<file path="config.mk">
export PLATFORM = sky130hd
export DESIGN_NAME = i2c_write_master
export DESIGN_NICKNAME = d
export VERILOG_FILES = /design/src/i2c_pkg.sv /design/src/i2c_phase_timer.sv /design/src/i2c_line_monitor.sv /design/src/i2c_command_queue.sv /design/src/i2c_byte_serializer.sv /design/src/i2c_write_sequencer.sv /design/src/i2c_write_master.sv
export SDC_FILE = /design/constraint.sdc
export NUM_CORES = 1
export LEC_CHECK = 0
export ABC_CLOCK_PERIOD_IN_PS = 6800
export BUFFER_PORTS_ARGS = -buffer_cell sky130_fd_sc_hd__buf_2
export CAP_MARGIN = 20
export CORE_ASPECT_RATIO = 1.75
export CORE_MARGIN = 10
export CORE_UTILIZATION = 63
export DETAILED_ROUTE_END_ITERATION = 7
export GPL_TIMING_DRIVEN = 0
export HOLD_SLACK_MARGIN = 0.08
export PLACE_DENSITY = 0.84
export SLEW_MARGIN = 20
export SYNTH_ARGS = -nofsm -noshare
export SYNTH_HDL_FRONTEND = slang
export SYNTH_SLANG_ARGS = --single-unit
</file>
<file path="constraint.sdc">
create_clock -name clock -period 6.8 [get_ports clock]
set_input_delay 1.36 -clock clock [delete_from_list [all_inputs] [get_ports clock]]
set_output_delay 1.36 -clock clock [all_outputs]
set_load 0.005 [all_outputs]
</file>
<file path="src/i2c_pkg.sv">
// I2C write master shared types: command word, result, bus lines and bit phases
package i2c_pkg;

	// Address byte plus four payload bytes
	localparam int message_bytes = 5;

	// Field view of a command, packed so that byte 0 is the address byte
	typedef struct packed {
		logic [31:0] payload;
		logic [6:0] address;
		logic read_write;
	} i2c_write_fields_t;

	// Sender fills the fields, serializer walks the bytes
	typedef union packed {
		i2c_write_fields_t fields;
		logic [message_bytes-1:0][7:0] bytes;
	} i2c_command_t;

	typedef struct packed {
		logic acked;
		logic [2:0] bytes_acked;
	} i2c_result_t;

	// Used both for line levels and for drive-low enables
	typedef struct packed {
		logic scl;
		logic sda;
	} i2c_lines_t;

	// Quarter-bit phases, named by the SCL level they produce
	typedef enum logic [1:0] {
		scl_low_a,
		scl_low_b,
		scl_high_a,
		scl_high_b
	} i2c_phase_t;

endpackage

</file>
<file path="src/i2c_phase_timer.sv">
// Quarter-bit phase timer: divides the clock into ticks and steps the bit phase
`timescale 1ns/1ps

module i2c_phase_timer
	import i2c_pkg::*;
#(
	parameter int clock_divider = 4
) (
	input logic clock,
	input logic reset,
	input logic run,
	output logic tick,
	output i2c_phase_t phase
);

	localparam int count_width = (clock_divider > 1) ? $clog2(clock_divider) : 1;

	logic [count_width-1:0] count;

	assign tick = run && (count == '0);

	always_ff @(posedge clock or posedge reset) begin
		if (reset) begin
			count <= count_width'(clock_divider - 1);
			phase <= scl_low_a;
		end else if (!run) begin
			// Idle between transfers, so the next one starts in scl_low_a
			count <= count_width'(clock_divider - 1);
			phase <= scl_low_a;
		end else if (tick) begin
			count <= count_width'(clock_divider - 1);
			phase <= i2c_phase_t'(phase + 2'd1);
		end else begin
			count <= count - 1'b1;
		end
	end

endmodule

</file>
<file path="src/i2c_line_monitor.sv">
// I2C line monitor: synchronises and filters SCL/SDA and tracks bus busy
`timescale 1ns/1ps

module i2c_line_monitor
	import i2c_pkg::*;
(
	input logic clock,
	input logic reset,
	input i2c_lines_t lines_in,
	output i2c_lines_t lines,
	output logic bus_busy
);

	i2c_lines_t sync_a;
	i2c_lines_t sync_b;
	i2c_lines_t hist_a;
	i2c_lines_t hist_b;
	i2c_lines_t last_lines;
	logic [1:0] agree;
	logic start_seen;
	logic stop_seen;

	// A line is accepted once three samples in a row match
	assign agree = ~(sync_b ^ hist_a) & ~(hist_a ^ hist_b);

	assign start_seen = last_lines.scl && lines.scl && last_lines.sda && !lines.sda;
	assign stop_seen = last_lines.scl && lines.scl && !last_lines.sda && lines.sda;

	always_ff @(posedge clock or posedge reset) begin
		if (reset) begin
			sync_a <= '1;
			sync_b <= '1;
			hist_a <= '1;
			hist_b <= '1;
			lines <= '1;
			last_lines <= '1;
			bus_busy <= 1'b0;
		end else begin
			sync_a <= lines_in;
			sync_b <= sync_a;
			hist_a <= sync_b;
			hist_b <= hist_a;
			lines <= (lines & ~agree) | (sync_b & agree);
			last_lines <= lines;
			// Our own start and stop count too
			if (start_seen)
				bus_busy <= 1'b1;
			else if (stop_seen)
				bus_busy <= 1'b0;
		end
	end

endmodule

</file>
<file path="src/i2c_command_queue.sv">
// Command queue: circular FIFO of write commands with credit return on pop
`timescale 1ns/1ps

module i2c_command_queue
	import i2c_pkg::*;
#(
	parameter int queue_depth = 2
) (
	input logic clock,
	input logic reset,
	input logic command_valid,
	input i2c_command_t command,
	input logic pop,
	output i2c_command_t head,
	output logic not_empty,
	output logic credit_return
);

	localparam int ptr_width = (queue_depth > 1) ? $clog2(queue_depth) : 1;
	localparam int count_width = $clog2(queue_depth + 1);

	i2c_command_t storage [queue_depth];
	logic [ptr_width-1:0] wr_ptr;
	logic [ptr_width-1:0] rd_ptr;
	logic [count_width-1:0] count;
	logic full;

	assign head = storage[rd_ptr];
	assign not_empty = (count != '0);
	assign full = (count == count_width'(queue_depth));

	always_ff @(posedge clock) begin
		if (command_valid)
			storage[wr_ptr] <= command;
	end

	always_ff @(posedge clock or posedge reset) begin
		if (reset) begin
			wr_ptr <= '0;
			rd_ptr <= '0;
			count <= '0;
			credit_return <= 1'b0;
		end else begin
			// Credit goes back one cycle after the slot is freed
			credit_return <= pop;
			if (command_valid)
				wr_ptr <= (wr_ptr == ptr_width'(queue_depth - 1)) ? '0 : wr_ptr + 1'b1;
			if (pop)
				rd_ptr <= (rd_ptr == ptr_width'(queue_depth - 1)) ? '0 : rd_ptr + 1'b1;
			case ({command_valid, pop})
				2'b10: count <= count + 1'b1;
				2'b01: count <= count - 1'b1;
				default: count <= count;
			endcase
		end
	end

	// Sender must respect its credits
	assert property (@(posedge clock) disable iff (reset) command_valid |-> !full);

	// Sequencer only pops a waiting command
	assert property (@(posedge clock) disable iff (reset) pop |-> not_empty);

endmodule

</file>
<file path="src/i2c_byte_serializer.sv">
// Byte serializer: holds the active command and presents its bits MSB first
`timescale 1ns/1ps

module i2c_byte_serializer
	import i2c_pkg::*;
(
	input logic clock,
	input logic reset,
	input logic load,
	input i2c_command_t command,
	input logic next_bit,
	output logic current_bit,
	output logic last_bit_of_byte,
	output logic last_byte,
	output logic [2:0] bytes_sent
);

	i2c_command_t command_reg;
	logic [2:0] bit_index;
	logic [2:0] byte_index;

	assign current_bit = command_reg.bytes[byte_index][bit_index];
	assign last_bit_of_byte = (bit_index == 3'd0);
	assign last_byte = (byte_index == 3'(message_bytes - 1));
	assign bytes_sent = byte_index;

	always_ff @(posedge clock) begin
		if (load)
			command_reg <= command;
	end

	always_ff @(posedge clock or posedge reset) begin
		if (reset) begin
			bit_index <= 3'd7;
			byte_index <= 3'd0;
		end else if (load) begin
			bit_index <= 3'd7;
			byte_index <= 3'd0;
		end else if (next_bit) begin
			// Past bit 0 moves on to the next byte
			if (bit_index == 3'd0) begin
				bit_index <= 3'd7;
				byte_index <= byte_index + 3'd1;
			end else begin
				bit_index <= bit_index - 3'd1;
			end
		end
	end

endmodule

</file>
<file path="src/i2c_write_sequencer.sv">
// I2C write sequencer: FSM that runs start, data, ack and stop for each command
`timescale 1ns/1ps

module i2c_write_sequencer
	import i2c_pkg::*;
(
	input logic clock,
	input logic reset,
	input logic not_empty,
	input i2c_command_t head,
	output logic pop,
	input i2c_lines_t lines,
	input logic bus_busy,
	input logic tick,
	input i2c_phase_t phase,
	output logic run,
	output logic load,
	output logic next_bit,
	input logic current_bit,
	input logic last_bit_of_byte,
	input logic last_byte,
	input logic [2:0] bytes_sent,
	output i2c_lines_t drive_low,
	output logic result_valid,
	output i2c_result_t result
);

	typedef enum logic [2:0] {
		idle,
		start,
		data_bit,
		ack_bit,
		stop,
		report
	} state_t;

	state_t state;
	logic begin_transfer;
	logic clocked_state;
	logic sda_update;
	logic ack_sample;
	logic final_ack;

	assign begin_transfer = (state == idle) && not_empty && !bus_busy;
	assign pop = begin_transfer;
	assign load = begin_transfer;
	assign run = (state != idle) && (state != report);
	assign result_valid = (state == report);

	// States that toggle SCL through all four phases
	assign clocked_state = (state == data_bit) || (state == ack_bit) || (state == stop);

	assign ack_sample = (state == ack_bit) && tick && (phase == scl_high_b);
	// High SDA in the ack slot is a NACK
	assign final_ack = lines.sda || last_byte;

	always_ff @(posedge clock or posedge reset) begin
		if (reset) begin
			state <= idle;
			drive_low <= '0;
			sda_update <= 1'b0;
			next_bit <= 1'b0;
		end else begin
			sda_update <= 1'b0;
			next_bit <= 1'b0;

			// SDA moves one cycle after SCL has been pulled low
			if (sda_update) begin
				case (state)
					data_bit: drive_low.sda <= ~current_bit;
					stop: drive_low.sda <= 1'b1;
					default: drive_low.sda <= 1'b0;
				endcase
			end

			if (tick && clocked_state) begin
				if (phase == scl_low_a) begin
					drive_low.scl <= 1'b1;
					sda_update <= 1'b1;
				end else if (phase == scl_high_a) begin
					drive_low.scl <= 1'b0;
				end
			end

			case (state)
				idle: begin
					if (begin_transfer)
						state <= start;
				end
				start: begin
					// SDA falls with SCL released, SCL follows a phase later
					if (tick && phase == scl_low_a)
						drive_low.sda <= 1'b1;
					if (tick && phase == scl_low_b)
						drive_low.scl <= 1'b1;
					if (tick && phase == scl_high_b)
						state <= data_bit;
				end
				data_bit: begin
					if (tick && phase == scl_high_b) begin
						if (last_bit_of_byte)
							state <= ack_bit;
						else
							next_bit <= 1'b1;
					end
				end
				ack_bit: begin
					if (ack_sample) begin
						if (final_ack) begin
							state <= stop;
						end else begin
							next_bit <= 1'b1;
							state <= data_bit;
						end
					end
				end
				stop: begin
					// Releasing SDA with SCL high is the stop condition
					if (tick && phase == scl_high_b) begin
						drive_low.sda <= 1'b0;
						state <= report;
					end
				end
				default: begin
					state <= idle;
				end
			endcase
		end
	end

	always_ff @(posedge clock) begin
		if (ack_sample && final_ack) begin
			result.acked <= !lines.sda;
			result.bytes_acked <= lines.sda ? bytes_sent : 3'(message_bytes);
		end
	end

	// Only write commands reach the bus
	assert property (@(posedge clock) disable iff (reset)
		pop |-> (head.fields.read_write == 1'b0));

	// With SCL released, SDA may only move for start and stop
	assert property (@(posedge clock) disable iff (reset)
		$changed(drive_low.sda) |-> $past(drive_low.scl) || $past(state) inside {start, stop});

endmodule

</file>
<file path="src/i2c_write_master.sv">
// I2C write master top level: queue, serializer, sequencer, timer and line monitor
`timescale 1ns/1ps

module i2c_write_master
	import i2c_pkg::*;
#(
	parameter int clock_divider = 4,
	parameter int queue_depth = 2
) (
	input logic clock,
	input logic reset,
	input logic command_valid,
	input i2c_command_t command,
	output logic credit_return,
	input i2c_lines_t lines_in,
	output i2c_lines_t drive_low,
	output logic result_valid,
	output i2c_result_t result
);

	i2c_command_t head;
	logic not_empty;
	logic pop;
	logic load;
	logic next_bit;
	logic current_bit;
	logic last_bit_of_byte;
	logic last_byte;
	logic [2:0] bytes_sent;
	logic run;
	logic tick;
	i2c_phase_t phase;
	i2c_lines_t lines;
	logic bus_busy;

	i2c_command_queue #(
		.queue_depth(queue_depth)
	) i2c_command_queue_i (
		.clock(clock),
		.reset(reset),
		.command_valid(command_valid),
		.command(command),
		.pop(pop),
		.head(head),
		.not_empty(not_empty),
		.credit_return(credit_return)
	);

	i2c_byte_serializer i2c_byte_serializer_i (
		.clock(clock),
		.reset(reset),
		.load(load),
		.command(head),
		.next_bit(next_bit),
		.current_bit(current_bit),
		.last_bit_of_byte(last_bit_of_byte),
		.last_byte(last_byte),
		.bytes_sent(bytes_sent)
	);

	i2c_phase_timer #(
		.clock_divider(clock_divider)
	) i2c_phase_timer_i (
		.clock(clock),
		.reset(reset),
		.run(run),
		.tick(tick),
		.phase(phase)
	);

	i2c_line_monitor i2c_line_monitor_i (
		.clock(clock),
		.reset(reset),
		.lines_in(lines_in),
		.lines(lines),
		.bus_busy(bus_busy)
	);

	i2c_write_sequencer i2c_write_sequencer_i (
		.clock(clock),
		.reset(reset),
		.not_empty(not_empty),
		.head(head),
		.pop(pop),
		.lines(lines),
		.bus_busy(bus_busy),
		.tick(tick),
		.phase(phase),
		.run(run),
		.load(load),
		.next_bit(next_bit),
		.current_bit(current_bit),
		.last_bit_of_byte(last_bit_of_byte),
		.last_byte(last_byte),
		.bytes_sent(bytes_sent),
		.drive_low(drive_low),
		.result_valid(result_valid),
		.result(result)
	);

endmodule

</file>
==> impl_results.md <==
- Avg Synthesized Cell Area: 17.0 um2
- Sequential group share of total power: 47.3%
- Number of global-route vias before repair: 3460
- Power share of the combinational group: 18.6%
- CTS clock-pin slew for the worst setup and hold paths: 0.06 ns
- Logic depth of the worst setup path including buffers: 3
- Maximum vdd ir drop: 0.390 mV
- Slowest cell delay on critical path: 0.32 ns
- Maximum fanout count along the critical path: 10
- Setup Crit Path Kind: flop to output port
- Post_cts resized: 0
- Global-route wire length before repair: 17000 um
- Cell taking the most area after synthesis: sky130_fd_sc_hd__edfxtp_1
- Met2 routed wirelength: 5980 um
- Number of antenna violations at the first check in global routing: 0
- Weighted congestion at the end of routability-driven global placement: 0.808
- Final Core Density: 76.3%
- Net Sw Frac: 25.6%
- Cell at the root of the clock tree: sky130_fd_sc_hd__clkbuf_16
- Overall via count from detail_route: 3172
- Class of the tightest hold or removal check: flop to flop
- Clock latency at the later pin of the worst-skew pair: 0.42 ns
- Cell area after synthesis: 6120 um2
- M1 wire length: 3930 um
- Clk network pwr share: 34.1%
- CTS Hold Bufs: 0
- DP HPWL: 7010 um
- Data arrival, critical path: 1.35 ns
- Total number of placement rows: 47
- ANT cells: 0
- Final Critical Period: 2.71 ns
- Setup crit start kind: flop
- Critical Path RT: 5.44 ns
- Remaining routing DRC violations: 0
- Worst hold path cell count: 0
- Outcome: finished, final reports clean
- Area share of the leading cell type in the synthesized netlist: 60.8%
- Warnings from Yosys: 0
- Highest-delay cell along the critical path: sky130_fd_sc_hd__dfrtp_1
- RSZ-0062 raised after global routing: false
- Number of flip-flops in the largest register: 80
- Detailed-routed wire length on met3: 483 um
- Cell chain of the critical path: clkbuf_1 > and3_1 > buf_2
- Syn Nets: 413
- Maximum achievable frequency: 0.369 GHz
- Grt ovf: 0
- Switching power: 0.732 mW
- Setup_tns: 0 ns
- Number of max-capacitance violations reported: 0
- Total number of clock tree sinks: 159
- Post-layout nets: 487
- Uppermost routed layer: met4
- Die area: 14200 um2
- First-pass detailed-route iteration total: 4
- Number of endpoints failing setup at the final stage: 0
- Worst path buffer plus inverter count: 2
- Number of DRC markers after the initial detailed-route iteration: 212
- Wire length after detailed routing: 10700 um
- Main area contributors after synthesis: sky130_fd_sc_hd__edfxtp_1 (61%), sky130_fd_sc_hd__dfrtp_1 (7.4%), sky130_fd_sc_hd__mux2_2 (7.4%), sky130_fd_sc_hd__dfstp_2 (7.3%), sky130_fd_sc_hd__mux2i_1 (2.1%)
- Fraction of final layout cells sized beyond drive strength 1: 33.4%
- Cell variety after synth: 38
- Number of buffers created by CTS: 17
- Commonest cells after routing, fill and taps aside: sky130_fd_sc_hd__edfxtp_1 (124), sky130_fd_sc_hd__buf_2 (53), sky130_fd_sc_hd__mux2_2 (40), sky130_fd_sc_hd__nand2_1 (20), sky130_fd_sc_hd__dfrtp_1 (18)
- Clock skew after layout: 0.00898 ns
- Number of buffers on the longest clock path: 2
- Commonest non-fill, non-tap cell in the layout: sky130_fd_sc_hd__edfxtp_1
- Internal cell power: 2.13 mW
- Number of vias per cell: 5.58
- Slew at the pin with the worst max-slew slack: 0.716 ns
- Slew Limit Headroom: 52.2%
- Number of port buffers: 52
- Ports: 53
- Number of H-tree levels: 4
- Power per cell area: 396 nW/um2
- Max-slew violation count: 0
- Static leakage power: 2.73 nW
- Starting density of the core: 64.6%
- Post CTS Setup Buffer Count: 0
- Seq/Total Area, Yosys: 75.5%
- Remaining antenna violation count: 0
- Global-route usage over all layers: 16.1%
- Largest net degree at the start of global routing: 37
- Area growth from synthesis to layout: 18.1%
- Post-detailed-route wirelength per cell: 18.8 um
- Core area: 9470 um2
- Filler cell count: 515
- Final number of hold-violating endpoints: 0
- Share of the cycle needed by the critical path after routing: 39.9%
- Number of synthesized register bits: 159
- Delay-heaviest family, CP: buffers and inverters
- Path depth of the worst reg2reg path: 7
- Die boundary width: 94.5 um
- DIE HEIGHT: 150 um
- Crit path capture type: output port
- Mapped Cells: 359
- TritonCTS clock tree: done
## metrics by stage
step                instances  setup slack (ns)  cell area, um2  hold slack (ns)  total power, mW
floorplan                 359              3.27            6120            0.345             1.73
global placement          533              2.28            6530            0.345             1.84
detailed placement        536              4.26            6610            0.347             1.89
CTS                       568              4.07            7230            0.356             2.88
global route              568              3.93            7230            0.359             2.98
finish                    568              4.09            7230            0.355             2.86
## worst paths after layout
kind	to	slack [ns]	start
worst max-delay path	result_valid	4.09	i2c_write_sequencer_i.state[0]
worst min-delay path	i2c_line_monitor_i.sync_b[1]	0.36	i2c_line_monitor_i.sync_a[1]
worst max register to register	i2c_command_queue_i.count[1]	4.61	i2c_write_sequencer_i.state[0]
worst min register to register	i2c_line_monitor_i.sync_b[1]	0.36	i2c_line_monitor_i.sync_a[1]
max in group asynchronous	i2c_command_queue_i.rd_ptr	5.28	reset
min in group asynchronous	i2c_command_queue_i.wr_ptr	1.06	reset
## logic make-up after synthesis
logic type               after synthesis  share of synthesized area [%]
AO/OA/AOI/OAI                         34                           3.35
XOR/XNOR                               9                           1.29
adder cells (fa/ha/maj)                9                           1.84
buffers and inverters                 30                           1.98
flip-flops                           159                           75.5
multiplexers                          58                           11.6
AND/OR/NAND/NOR                       60                           4.46
## Yosys cell counts, drive strengths merged
cell type and count:
mux2i 13, o21a 1, a21o 1, and3 2
a31oi 1, a211oi 2, nor3 10, ha 9
nand2b 3, clkbuf 8, dfstp 17, nor2b 1
nor4 1, nand4 1, o32ai 1, nand3 5
o311ai 1, dfrtp 18, and2 2, o41ai 1
edfxtp 124, inv 17, o22ai 4, xnor2 7
or4 1, o21ai 12, a21oi 8, o21bai 1
nor2 14, a41o 1, nand2 20, buf 5
mux4 5, xor2 2, mux2 40
## final cells by class
class | instances | area, um2 | area share, %
Inverter | 17 | 63.8 | 0.883
Clock buffer | 18 | 429 | 5.94
Buffer | 13 | 57.6 | 0.796
Tap cell | 122 | 153 | 2.11
Clock inverter | 14 | 189 | 2.61
Multi-Input combinational cell | 170 | 1390 | 19.2
Timing Repair Buffer | 55 | 328 | 4.54
Sequential cell | 159 | 4620 | 63.9
## per-layer routing
layer | vias up | track usage [%]
met5 | - | 0
met4 | 0 | 7.44
met3 | 22 | 5.23
met2 | 109 | 28.8
met1 | 1547 | 16.2
li1 | 1494 | -
## worst reg2reg max path, stage by stage (launching register included)
cell and delay [ns]:
sky130_fd_sc_hd__dfrtp_1 0.35, sky130_fd_sc_hd__clkbuf_1 0.20, sky130_fd_sc_hd__or4_1 0.56, sky130_fd_sc_hd__clkbuf_1 0.18, sky130_fd_sc_hd__inv_2 0.23, sky130_fd_sc_hd__ha_1 0.31, sky130_fd_sc_hd__nor2_1 0.14, sky130_fd_sc_hd__xor2_1 0.15
## power groups by stage
stage	Combinational (mW)	Clock (mW)	Sequential, mW
6_report	0.533	0.976	1.35
5_1_grt	0.588	1.03	1.36
4_1_cts	0.541	0.986	1.35
3_5_place_dp	0.529	0	1.37
3_3_place_gp	0.482	0	1.36
2_1_floorplan	0.378	0	1.35
Power figures use the tool's default switching activity.
